===== config.mk =====
export PLATFORM = sky130hd
export DESIGN_NAME = fetchTop
export DESIGN_NICKNAME = d
export VERILOG_FILES = /design/src/fetchPkg.sv /design/src/instrMem.sv /design/src/fetchUnit.sv /design/src/ifidQueue.sv /design/src/decodeStage.sv /design/src/fetchTop.sv
export SDC_FILE = /design/constraint.sdc
export NUM_CORES = 2
export LEC_CHECK = 0
export BUFFER_PORTS_ARGS = -buffer_cell sky130_fd_sc_hd__buf_2
export CAP_MARGIN = 30
export CORE_ASPECT_RATIO = 1.4
export CORE_MARGIN = 5
export CORE_UTILIZATION = 45
export CTS_CLUSTER_SIZE = 28
export DETAILED_ROUTE_END_ITERATION = 16
export PLACE_DENSITY_LB_ADDON = 0.3
export SYNTH_ARGS = -nofsm -noshare
export SYNTH_HDL_FRONTEND = slang
export SYNTH_MEMORY_MAX_BITS = 65536
export SYNTH_SLANG_ARGS = --single-unit

===== constraint.sdc =====
create_clock -name clk -period 14.3 [get_ports clk]
set_input_delay 1.43 -clock clk [delete_from_list [all_inputs] [get_ports clk]]
set_output_delay 1.43 -clock clk [all_outputs]
set_load 0.01 [all_outputs]

===== src/fetchPkg.sv =====
package fetchPkg;

    localparam int WORD_W      = 16;                  // Instruction word width
    localparam int ADDR_W      = 16;                  // Byte address and PC width
    localparam int MEM_WORDS   = 256;                 // Instruction memory depth
    localparam int MEM_IDX_W   = $clog2(MEM_WORDS);   // Word index, address bits 8 to 1
    localparam int FETCH_STEP  = 2;                   // PC increment per word
    localparam int QUEUE_DEPTH = 2;                   // IF/ID entries
    localparam int QUEUE_PTR_W = $clog2(QUEUE_DEPTH);
    localparam int QUEUE_CNT_W = $clog2(QUEUE_DEPTH + 1);
    localparam int LAT_W       = 3;                   // Holds latency values 1 to 4
    localparam int OPC_W       = 5;                   // Opcode field at top of word
    localparam int OFFS_W      = 11;                  // Jump offset field, in words

    typedef logic [WORD_W-1:0]      word_t;
    typedef logic [ADDR_W-1:0]      addr_t;
    typedef logic [MEM_IDX_W-1:0]   memIdx_t;
    typedef logic [QUEUE_PTR_W-1:0] qPtr_t;
    typedef logic [QUEUE_CNT_W-1:0] qCnt_t;
    typedef logic [LAT_W-1:0]       latCnt_t;

    // Only these encodings have a meaning, the rest act as ALU ops
    typedef enum logic [OPC_W-1:0] {
        OP_HALT = 5'd0,
        OP_NOP  = 5'd1,
        OP_JUMP = 5'd4,
        OP_ALU  = 5'd8
    } opcode_t;

    typedef struct packed {
        addr_t pc;      // Address the word was read from
        word_t instr;
    } fetchPkt_t;

    typedef struct packed {
        addr_t   pc;
        word_t   instr;
        opcode_t opcode;   // Classified opcode
    } retire_t;

    typedef struct packed {
        logic  taken;   // One-cycle redirect strobe
        addr_t target;
    } redirect_t;

    typedef enum logic {
        DEC_RUN,
        DEC_HALTED
    } decState_t;

    // Read latency is 1 plus address bits 2 to 1
    function automatic latCnt_t readLatency(addr_t addr);
        return latCnt_t'(addr[2:1]) + latCnt_t'(1);
    endfunction

    function automatic opcode_t decodeOp(word_t instr);
        logic [OPC_W-1:0] field;
        field = instr[WORD_W-1 -: OPC_W];
        case (field)
            OP_HALT, OP_NOP, OP_JUMP: return opcode_t'(field);
            default:                  return OP_ALU;   // Unknown retires as plain op
        endcase
    endfunction

    // PC-relative target, offset counted in words from the next PC
    function automatic addr_t jumpTarget(addr_t pc, word_t instr);
        addr_t offs;
        offs = {{(ADDR_W-OFFS_W-1){instr[OFFS_W-1]}}, instr[OFFS_W-1:0], 1'b0};
        return pc + addr_t'(FETCH_STEP) + offs;
    endfunction

endpackage


===== src/instrMem.sv =====
`timescale 1ns/1ps

module instrMem import fetchPkg::*; (
    input  logic  clk,
    input  logic  arstN,
    input  logic  loadEn,     // Program image write strobe
    input  addr_t loadAddr,   // Byte address of loaded word
    input  word_t loadData,
    input  logic  rdEn,       // One-cycle read strobe
    input  addr_t rdAddr,
    output word_t rdData,     // Valid while done is high
    output logic  done,       // Read complete pulse
    output logic  busy        // A read is being served
);

    word_t   mem [MEM_WORDS];   // Program storage
    memIdx_t rdIdx;             // Word index latched at the strobe
    latCnt_t latCnt;            // Cycles left until done
    logic    rdAccept;

    // A strobe during a read is ignored, fetch never does that
    assign rdAccept = rdEn && !busy;

    // Load port, written by the testbench before reset release
    always_ff @(posedge clk) begin
        if (loadEn) begin
            mem[loadAddr[MEM_IDX_W:1]] <= loadData;   // Bit 0 ignored
        end
    end

    // Address capture
    always_ff @(posedge clk) begin
        if (rdAccept) begin
            rdIdx <= rdAddr[MEM_IDX_W:1];
        end
    end

    // Latency countdown
    always_ff @(posedge clk or negedge arstN) begin
        if (!arstN) begin
            latCnt <= '0;
        end else if (rdAccept) begin
            latCnt <= readLatency(rdAddr);   // 1 to 4 cycles
        end else if (latCnt != '0) begin
            latCnt <= latCnt - 1'b1;
        end
    end

    // Done in the last counted cycle, so latency 1 answers the next cycle
    assign busy   = (latCnt != '0);
    assign done   = (latCnt == latCnt_t'(1));
    assign rdData = mem[rdIdx];   // Combinational read of latched index

endmodule


===== src/fetchUnit.sv =====
`timescale 1ns/1ps

module fetchUnit import fetchPkg::*; (
    input  logic      clk,
    input  logic      arstN,
    output logic      rdEn,       // Registered read strobe
    output addr_t     rdAddr,
    input  word_t     rdData,
    input  logic      done,
    input  logic      busy,
    input  logic      full,       // IF/ID queue full level
    input  redirect_t redirect,   // Jump from decode
    input  logic      halted,     // Decode has retired a halt
    output logic      push,
    output fetchPkt_t pushPkt,
    output logic      err         // Sticky misaligned target
);

    addr_t     pc;          // Address of current or next read
    logic      discard;     // Outstanding read overtaken by redirect
    logic      holdValid;   // Word parked under back-pressure
    fetchPkt_t holdPkt;
    fetchPkt_t livePkt;     // Word returning this cycle
    logic      liveOk;
    logic      toHold;
    logic      inFlight;
    logic      holdNext;
    logic      errNext;
    logic      issueNext;

    assign livePkt = '{pc: pc, instr: rdData};
    assign rdAddr  = pc;   // PC stays put while the read is out

    // Returned word is usable unless swallowed or misaligned
    assign liveOk = done && !discard && !pc[0];
    assign toHold = liveOk && full && !redirect.taken;   // Park it, queue is full

    // Held word goes first, no read can be out while holding
    assign push    = holdValid ? !full : (liveOk && !full);
    assign pushPkt = holdValid ? holdPkt : livePkt;

    // Strobe cycle or memory still counting
    assign inFlight = rdEn || (busy && !done);

    assign errNext  = err || (redirect.taken && redirect.target[0]);
    assign holdNext = !redirect.taken && (holdValid ? full : toHold);   // Redirect drops it

    // Next strobe only once the memory is free and nothing is parked
    assign issueNext = !inFlight && !holdNext && !halted && !errNext;

    always_ff @(posedge clk or negedge arstN) begin
        if (!arstN) begin
            pc        <= '0;
            rdEn      <= 1'b0;
            discard   <= 1'b0;
            holdValid <= 1'b0;
            err       <= 1'b0;
        end else begin
            rdEn      <= issueNext;
            holdValid <= holdNext;
            err       <= errNext;

            // Redirect wins over the sequential step
            if (redirect.taken) begin
                pc <= redirect.target;
            end else if (liveOk) begin
                pc <= pc + addr_t'(FETCH_STEP);   // Advance once word is pushed or parked
            end

            if (redirect.taken && inFlight) begin
                discard <= 1'b1;   // Swallow the stale done
            end else if (done) begin
                discard <= 1'b0;
            end
        end
    end

    // Back-pressure hold register
    always_ff @(posedge clk) begin
        if (toHold) begin
            holdPkt <= livePkt;
        end
    end

endmodule


===== src/ifidQueue.sv =====
`timescale 1ns/1ps

module ifidQueue import fetchPkg::*; (
    input  logic      clk,
    input  logic      arstN,
    input  logic      push,
    input  fetchPkt_t pushPkt,
    input  logic      pop,
    input  logic      flush,      // Redirect, drops everything
    output fetchPkt_t headPkt,    // Oldest entry
    output logic      notEmpty,
    output logic      full
);

    fetchPkt_t entries [QUEUE_DEPTH];   // Payload only, no reset
    qPtr_t     wrPtr;
    qPtr_t     rdPtr;
    qCnt_t     count;
    logic      doPush;
    logic      doPop;

    function automatic qPtr_t nextPtr(qPtr_t ptr);
        return (ptr == qPtr_t'(QUEUE_DEPTH - 1)) ? '0 : ptr + 1'b1;
    endfunction

    assign full     = (count == qCnt_t'(QUEUE_DEPTH));
    assign notEmpty = (count != '0);
    assign headPkt  = entries[rdPtr];

    assign doPop  = pop && notEmpty;
    assign doPush = push && (!full || doPop);   // Room freed by a same-cycle pop

    always_ff @(posedge clk) begin
        if (doPush && !flush) begin
            entries[wrPtr] <= pushPkt;
        end
    end

    always_ff @(posedge clk or negedge arstN) begin
        if (!arstN) begin
            wrPtr <= '0;
            rdPtr <= '0;
            count <= '0;
        end else if (flush) begin
            wrPtr <= '0;   // Flush beats a push in the same cycle
            rdPtr <= '0;
            count <= '0;
        end else begin
            if (doPush) begin
                wrPtr <= nextPtr(wrPtr);
            end
            if (doPop) begin
                rdPtr <= nextPtr(rdPtr);
            end
            case ({doPush, doPop})
                2'b10:   count <= count + 1'b1;
                2'b01:   count <= count - 1'b1;
                default: count <= count;   // Both or neither
            endcase
        end
    end

endmodule


===== src/decodeStage.sv =====
`timescale 1ns/1ps

module decodeStage import fetchPkg::*; (
    input  logic      clk,
    input  logic      arstN,
    input  logic      hold,          // External stall of pops
    input  fetchPkt_t headPkt,
    input  logic      notEmpty,
    output logic      pop,
    output redirect_t redirect,      // Registered, one cycle after the jump pop
    output logic      retireValid,
    output retire_t   retire,
    output logic      halted
);

    decState_t state;
    decState_t stateNext;
    opcode_t   headOp;        // Class of the head word
    addr_t     jumpTgt;
    logic      redirTaken;
    addr_t     redirTarget;
    logic      popJump;
    logic      popHalt;

    assign headOp  = decodeOp(headPkt.instr);
    assign jumpTgt = jumpTarget(headPkt.pc, headPkt.instr);

    // No pop while the queue is being flushed by our own redirect
    assign pop = notEmpty && !hold && (state == DEC_RUN) && !redirTaken;

    assign popJump = pop && (headOp == OP_JUMP);
    assign popHalt = pop && (headOp == OP_HALT);

    always_comb begin
        stateNext = state;
        case (state)
            DEC_RUN: begin
                if (popHalt) begin
                    stateNext = DEC_HALTED;   // Halt word itself still retires
                end
            end
            DEC_HALTED: stateNext = DEC_HALTED;   // Only reset leaves
            default:    stateNext = DEC_RUN;
        endcase
    end

    always_ff @(posedge clk or negedge arstN) begin
        if (!arstN) begin
            state       <= DEC_RUN;
            retireValid <= 1'b0;
            redirTaken  <= 1'b0;
        end else begin
            state       <= stateNext;
            retireValid <= pop;
            redirTaken  <= popJump;   // One-cycle pulse
        end
    end

    // Retire record and target, payload only
    always_ff @(posedge clk) begin
        if (pop) begin
            retire      <= '{pc: headPkt.pc, instr: headPkt.instr, opcode: headOp};
            redirTarget <= jumpTgt;
        end
    end

    assign redirect = '{taken: redirTaken, target: redirTarget};
    assign halted   = (state == DEC_HALTED);

endmodule


===== src/fetchTop.sv =====
`timescale 1ns/1ps

module fetchTop import fetchPkg::*; (
    input  logic    clk,
    input  logic    arstN,
    input  logic    loadEn,        // Program load port
    input  addr_t   loadAddr,
    input  word_t   loadData,
    input  logic    hold,          // Stalls decode pops
    output logic    retireValid,
    output retire_t retire,
    output logic    halted,
    output logic    err
);

    logic      rdEn;
    addr_t     rdAddr;
    word_t     rdData;
    logic      done;
    logic      busy;
    logic      push;
    fetchPkt_t pushPkt;
    logic      pop;
    fetchPkt_t headPkt;
    logic      notEmpty;
    logic      full;
    redirect_t redirect;   // Decode to fetch, also flushes the queue

    instrMem uMem (
        .clk      (clk),
        .arstN    (arstN),
        .loadEn   (loadEn),
        .loadAddr (loadAddr),
        .loadData (loadData),
        .rdEn     (rdEn),
        .rdAddr   (rdAddr),
        .rdData   (rdData),
        .done     (done),
        .busy     (busy)
    );

    fetchUnit uFetch (
        .clk      (clk),
        .arstN    (arstN),
        .rdEn     (rdEn),
        .rdAddr   (rdAddr),
        .rdData   (rdData),
        .done     (done),
        .busy     (busy),
        .full     (full),
        .redirect (redirect),
        .halted   (halted),
        .push     (push),
        .pushPkt  (pushPkt),
        .err      (err)
    );

    ifidQueue uQueue (
        .clk      (clk),
        .arstN    (arstN),
        .push     (push),
        .pushPkt  (pushPkt),
        .pop      (pop),
        .flush    (redirect.taken),
        .headPkt  (headPkt),
        .notEmpty (notEmpty),
        .full     (full)
    );

    decodeStage uDecode (
        .clk         (clk),
        .arstN       (arstN),
        .hold        (hold),
        .headPkt     (headPkt),
        .notEmpty    (notEmpty),
        .pop         (pop),
        .redirect    (redirect),
        .retireValid (retireValid),
        .retire      (retire),
        .halted      (halted)
    );

endmodule


* Word level (Yosys, flattened, before mapping) *
Memory sizes are Yosys's and may differ from the RTL's. A register that Yosys moved wholly into a read port is not among the register bits.
Index checks and enable logic that the tools add are counted.

storage, ports and cells
  register bits = 123
  memory bits (writable) = 4160
  input port bits = 36
  output and inout bits = 40
  memories kept = 2

memories
  name            depth  width  rd ports  clocked after Yosys merged registers in  wr ports  line             RTL
  uMem.mem        256    16     1         1                                        1         instrMem.sv:16   word_t mem [MEM_WORDS];
  uQueue.entries  2      32     1         0                                        1         ifidQueue.sv:15  fetchPkt_t entries [QUEUE_DEPTH];

operators by class
  add/sub/neg operators = 9
  eq/ne operators = 7
  multiplexer cells = 25
  bitwise logic cells = 1
  reductions and logical operators = 46

operators with widths
  cell                     number
  $add A16 B2 Y16 const B  2
  $mux W16                 2
  $mux W32                 1
  $logic_and A1 B1 Y1      21
  $add A16 B16 Y16         1
  $mux W1                  15
  $reduce_bool A2 Y1       6
  $logic_not A1 Y1         11
  $eq A5 B3 Y1 const B     2
  $logic_not A5 Y1         2
  $mux W8                  1
  $mux W3                  2
  $reduce_bool A3 Y1       2
  $eq A5 B1 Y1 const B     1
  $mux W5                  1
  $eq A2 B2 Y1 const B     2
  $pmux W2 S2              1
  $add A2 B1 Y3 const B    1
  $eq A3 B1 Y1 const B     1
  $logic_or A1 B1 Y1       3
  $reduce_or A3 Y1         1
  $sub A3 B1 Y3 const B    1
  $add A1 B1 Y1 const B    2
  $add A2 B1 Y2 const B    1
  5 further kinds          5

* Longest topological paths before layout *
  word-level depth = 11
  gate-level depth with buffers = 15
  depth with buffers taken out = 12

* By module *
Synthesis repeated with hierarchy kept, for this count alone.

unflattened totals
  cells, all modules = 7944
  area total of the unflattened synthesis = 166986.4 um2

by module, submodules not included
  module       instances  cells an instance  area each (um2)
  instrMem     1          7466               159457.9
  decodeStage  1          180                2593.7
  ifidQueue    1          125                2546.2
  fetchUnit    1          173                2388.5

* Worst setup path after synthesis *
OpenSTA, ideal clock, no wires.

  kind = in2reg
  from = input port hold
  to = register uQueue.rdPtr
  library setup time = 103 ps
  arrival time = 7571 ps
  data required time = 14197 ps
  slack = 6626 ps
  cell stages on the path = 2
  cell sequence = nor4_1 mux2_2

on the way
  longest elaborated chain between the ends = 6

ends and longest elaborated chain
  element                           line               RTL
  from (decl)                       fetchTop.sv:9      input logic hold,
  $logic_not A1 Y1                  decodeStage.sv:29  assign pop = notEmpty && !hold && (state == DEC_RUN) && !redirTaken;
  $logic_and A1 B1 Y1 (3 in a row)  decodeStage.sv:29
  $logic_and A1 B1 Y1               ifidQueue.sv:30    assign doPop = pop && notEmpty;
  $reduce_bool A2 Y1 (no line)      n/a
  to (signal assigned)              ifidQueue.sv:53    rdPtr <= nextPtr(rdPtr);
  to (decl)                         ifidQueue.sv:17    qPtr_t rdPtr;

Every way passes these cells.
A chain may end at the register's enable or synchronous reset.

==> reports/results.md <==
| Metric | Reported | Unit |
|:---|:---|:---|
| Number of buffers inserted for hold repair after clock tree synthesis | 0 | - |
| Result of the run | finished, final reports clean | - |
| Overflow after GRT | 0 | - |
| Sequential share of the synthesized area | 77.46 | % |
| Summed instance area of the synthesized netlist | 166000 | µm² |
| Standard-cell row count | 264 | - |
| Unrepaired setup endpoints after global routing | no | - |
| Clock root cell | sky130_fd_sc_hd__clkbuf_16 | - |
| Routed WL | 486900 | µm |
| Area added between synthesis and finish | 12.84 | % |
| Worst setup path category | reg -> reg | - |
| Critical Path Max Stage Delay | 0.80 | ns |
| Die ar. | 381300 | µm² |
| Most frequently used flop master after synthesis | sky130_fd_sc_hd__edfxtp_1 | - |
| Number of enable-type register cells in the synthesized netlist | 4252 | - |
| Classification of the worst-slack hold path | reg -> reg | - |
| Number of top-level pins | 76 | - |
| Initial antenna violation count | 37 | - |
| Number of clock buffers inserted by TritonCTS | 389 | - |
| Finish-stage setup viols | 0 | - |
| Worst Path Max Fanout | 70 | - |
| Floorplan Core Area | 368300 | µm² |
| Horiz. Die Dim | 523.3 | µm |
| Die height | 728.7 | µm |
| Final min period | 6.460 | ns |
| Gpl congestion | 0.9189 | - |
| Post-Route Setup TNS | 0 | ns |
| # H-tree levels | 5 | - |
| Endpoints failing hold | 0 | - |
| FILL cells | 28730 | - |
| Arrival @ worst endpoint | 7.07 | ns |
| Clock Power Share | 37.7 | % |
| Per-instance average area after synthesis | 21.61 | µm² |
| Number of distinct standard cells referenced by the synthesized netlist | 87 | - |
| Detailed-route vias per instance | 6.228 | - |
| Proportion of netlist area held by the largest area contributor | 76.91 | % |
| Count of routing violations after the opening detailed-route iteration | 11430 | - |
| Placement Cell Area | 174700 | µm² |
| Internal power component | 20.81 | mW |
| Remaining antenna violation count after routing | 0 | - |
| Slack of the worst reg-to-reg path | 7.84 | ns |
| Initial DRT Pass Iterations | 6 | - |
| Final Hold Slack | 0.4681 | ns |
| Post-route total power | 27.37 | mW |
| Final slew viol count | 0 | - |
| Commonest cells after routing, fill and taps aside | sky130_fd_sc_hd__edfxtp_1 (4252), sky130_fd_sc_hd__mux4_2 (932), sky130_fd_sc_hd__buf_4 (436) | - |
| Post-detailed-placement half-perimeter wirelength | 303600 | µm |
| Cells resized by post-CTS repair | 0 | - |
| Flip-flop and latch count after synthesis | 4290 | - |
| Number of clock sinks seen by CTS | 4290 | - |
| Leak pwr | 58.93 | nW |
| Area of all placed cells without fillers | 187300 | µm² |
| Leading cell type in the layout, fill and taps excluded | sky130_fd_sc_hd__edfxtp_1 | - |
| Combinational group share of total power | 10.6 | % |
| Cell with the largest stage delay on the worst path | sky130_fd_sc_hd__dfxtp_4 | - |
| Maximum achievable frequency | 154.8 | MHz |
| Cell class contributing the biggest share of worst-path delay | buffers and inverters | - |
| Reported net switching power | 6.555 | mW |
| Switching part of the total power | 23.95 | % |
| Synth area leader | sky130_fd_sc_hd__edfxtp_1 | - |
| DRC errors left | 0 | - |
| Max transition margin | 18.86 | % |
| Layout Skew | 0.06165 | ns |
| Total track usage | 25.26 | % |
| CTS tree | built | - |
| Required arrival time at the worst endpoint | 14.91 | ns |
| Async set or reset register ratio after synthesis | 0.6993 | % |
| Pin count of the biggest net entering global routing | 161 | - |
| Nature of the critical path endpoint | register | - |
| Max Buffers Root-to-Sink | 4 | - |
| Max-Cap Viols | 0 | - |
| Reg clk slew, reported paths | 0.07 | ns |
| Post-CTS Repair Setup Buffers | 0 | - |
| Tcrit/Tclk final | 45.17 | % |
| Measured slew at the worst slew-check pin | 1.217 | ns |
| Count of nets after finishing | 8274 | - |
| Fraction of final layout cells sized beyond drive strength 1 | 27.70 | % |
| Number of placed instances with taps included | 12730 | - |
| Crit-path cells | buf_12 -> buf_4 -> buf_4 -> mux4_2 -> mux4_2 -> and3_1 -> a41oi_1 -> o21ai_0 -> nor3_1 -> o31ai_1 | - |
| Skew-Pair Late Insertion Delay | 0.96 | ns |
| Post-Synthesis Cells | 7682 | - |
| Starting density of the core | 45.08 | % |
| Number of non-filler instances in the completed layout | 13450 | - |
| Startpoint type of the worst setup path | register | - |
| Global-route wire length before repair | 672400 | µm |
| Sequential fraction of design power | 51.8 | % |
| PwrDens | 146.1 | nW/µm² |
| Quantity of I/O buffers inserted on ports | 67 | - |
| Via count | 83780 | - |
| Ys Warns | 0 | - |
| Worst supply voltage drop on vdd | 143.0 | µV |
| Number of global-route vias before repair | 83870 | - |
| Wire length per cell after detailed routing | 36.20 | µm |
| Largest cells by area after synthesis | sky130_fd_sc_hd__edfxtp_1 (77%), sky130_fd_sc_hd__mux4_2 (13%), sky130_fd_sc_hd__mux2i_1 (1.6%) | - |
| Number of buffer and inverter instances along the worst setup path | 3 | - |
power groups by stage:
stage / combinational [mW] / sequential (mW) / clock, mW
final: 2.89 / 14.2 / 10.3
after floorplan: 1.69 / 14.4 / 0
after CTS: 2.89 / 14.2 / 10.4
after detailed placement: 2.88 / 14.4 / 0
after global routing: 3.01 / 14.2 / 11.0
after global placement: 2.83 / 14.4 / 0
cell type report:
class / count / area, µm² / area share [%]
clock inverter: 240 / 2242 / 1.197
clock buffer: 456 / 10180 / 5.432
timing repair buffer: 566 / 4893 / 2.612
antenna: 20 / 50.05 / 0.02672
multi-input combinational: 2935 / 35100 / 18.74
tap: 4921 / 6157 / 3.287
sequential: 4290 / 128600 / 68.66
inverter: 23 / 97.59 / 0.05210
per-stage QoR:
step | setup slack [ns] | util, %
3_3_place_gp | 7.882 | 47.20
2_1_floorplan | 6.626 | -
4_1_cts | 7.887 | 50.81
6_report | 7.840 | 50.86
5_1_grt | 7.662 | 50.85
3_5_place_dp | 7.935 | 47.44
kinds of logic (layout without fill, tap and decap cells):
| group | Yosys count | after routing | share of synthesized area [%] |
|---|---|---|---|
| other | 1 | 22 | 0.002259 |
| muxes | 1342 | 1342 | 15.36 |
| buffers and inverters | 458 | 1285 | 1.669 |
| AOI/OAI and AO/OA | 653 | 653 | 2.780 |
| adders and majority gates | 33 | 33 | 0.2532 |
| and+or+nand+nor | 876 | 876 | 2.310 |
| xor gates and xnor gates | 29 | 29 | 0.1620 |
| DFF | 4290 | 4290 | 77.46 |
cell usage after synthesis (17+ instances only):
| library cell | count |
|---|---|
| sky130_fd_sc_hd__inv_1 | 17 |
| sky130_fd_sc_hd__nor2_1 | 346 |
| sky130_fd_sc_hd__nor3_1 | 33 |
| sky130_fd_sc_hd__buf_2 | 115 |
| sky130_fd_sc_hd__nand3_1 | 90 |
| sky130_fd_sc_hd__buf_6 | 61 |
| sky130_fd_sc_hd__a221oi_1 | 54 |
| sky130_fd_sc_hd__o21ai_0 | 81 |
| sky130_fd_sc_hd__nand2b_1 | 18 |
| sky130_fd_sc_hd__o22ai_1 | 56 |
| sky130_fd_sc_hd__mux4_2 | 932 |
| sky130_fd_sc_hd__a211oi_1 | 23 |
| sky130_fd_sc_hd__buf_1 | 22 |
| sky130_fd_sc_hd__mux2_2 | 132 |
| sky130_fd_sc_hd__dfrtp_1 | 30 |
| sky130_fd_sc_hd__a21oi_1 | 109 |
| sky130_fd_sc_hd__nand2_1 | 271 |
| sky130_fd_sc_hd__ha_1 | 32 |
| sky130_fd_sc_hd__a22o_1 | 25 |
| sky130_fd_sc_hd__a22oi_1 | 136 |
| sky130_fd_sc_hd__clkbuf_1 | 146 |
| sky130_fd_sc_hd__mux2i_1 | 262 |
| sky130_fd_sc_hd__buf_4 | 81 |
| sky130_fd_sc_hd__o221ai_1 | 31 |
| sky130_fd_sc_hd__nand4_1 | 26 |
| sky130_fd_sc_hd__nor2b_1 | 33 |
| sky130_fd_sc_hd__edfxtp_1 | 4252 |
flip-flops by register name, indices dropped and copies added, names as in the netlist, named ones only:
| register | cells |
|---|---|
| uMem.mem | 4096 |
| uQueue.entries | 64 |
| uDecode.retire | 36 |
| uFetch.holdPkt | 32 |
| uDecode.redirTarget | 16 |
| uFetch.rdAddr | 16 |
| uMem.rdIdx | 8 |
| uMem.latCnt | 3 |
| uQueue.count | 2 |
| uDecode.halted | 1 |
| uDecode.redirTaken | 1 |
| uDecode.retireValid | 1 |
| uFetch.discard | 1 |
| uFetch.err | 1 |
| uFetch.holdValid | 1 |
| uFetch.rdEn | 1 |
| uQueue.rdPtr | 1 |
| uQueue.wrPtr | 1 |
worst register-to-register path, stage by stage, from the launching register on:
cell and delay, ns:
sky130_fd_sc_hd__dfxtp_4 0.80, sky130_fd_sc_hd__buf_12 0.55, sky130_fd_sc_hd__buf_4 0.76, sky130_fd_sc_hd__buf_4 0.63
sky130_fd_sc_hd__mux4_2 0.60, sky130_fd_sc_hd__mux4_2 0.47, sky130_fd_sc_hd__and3_1 0.19, sky130_fd_sc_hd__a41oi_1 0.67
sky130_fd_sc_hd__o21ai_0 0.39, sky130_fd_sc_hd__nor3_1 0.81, sky130_fd_sc_hd__o31ai_1 0.27
routing by layer:
| metal | part of all wire [%] | vias up | track usage [%] |
|---|---|---|---|
| li1 | - | 33270 | - |
| met1 | 34 | 44590 | 30.73 |
| met2 | 49 | 4729 | 41.29 |
| met3 | 8.7 | 1184 | 4.557 |
| met4 | 8.5 | 10 | 17.21 |
| met5 | 0.014 | - | 0 |
final timing paths:
path | start | to | cells after the start
worst max-delay path | register | uQueue.entries[0][11]$_DFFE_PP_ | 10
worst min-delay path | uDecode.redirTarget[4]$_DFFE_PP_ | uFetch.rdAddr[4]$_DFFE_PN0N_ | 2
worst max register to register | register | uQueue.entries[0][11]$_DFFE_PP_ | 10
worst min register to register | uDecode.redirTarget[4]$_DFFE_PP_ | uFetch.rdAddr[4]$_DFFE_PN0N_ | 2
max in group asynchronous | arstN | uFetch.rdAddr[15]$_DFFE_PN0N_ | 1
min in group asynchronous | arstN | uMem.latCnt[0]$_DFFE_PN0P_ | 1
(Power assumes the default switching activity.)
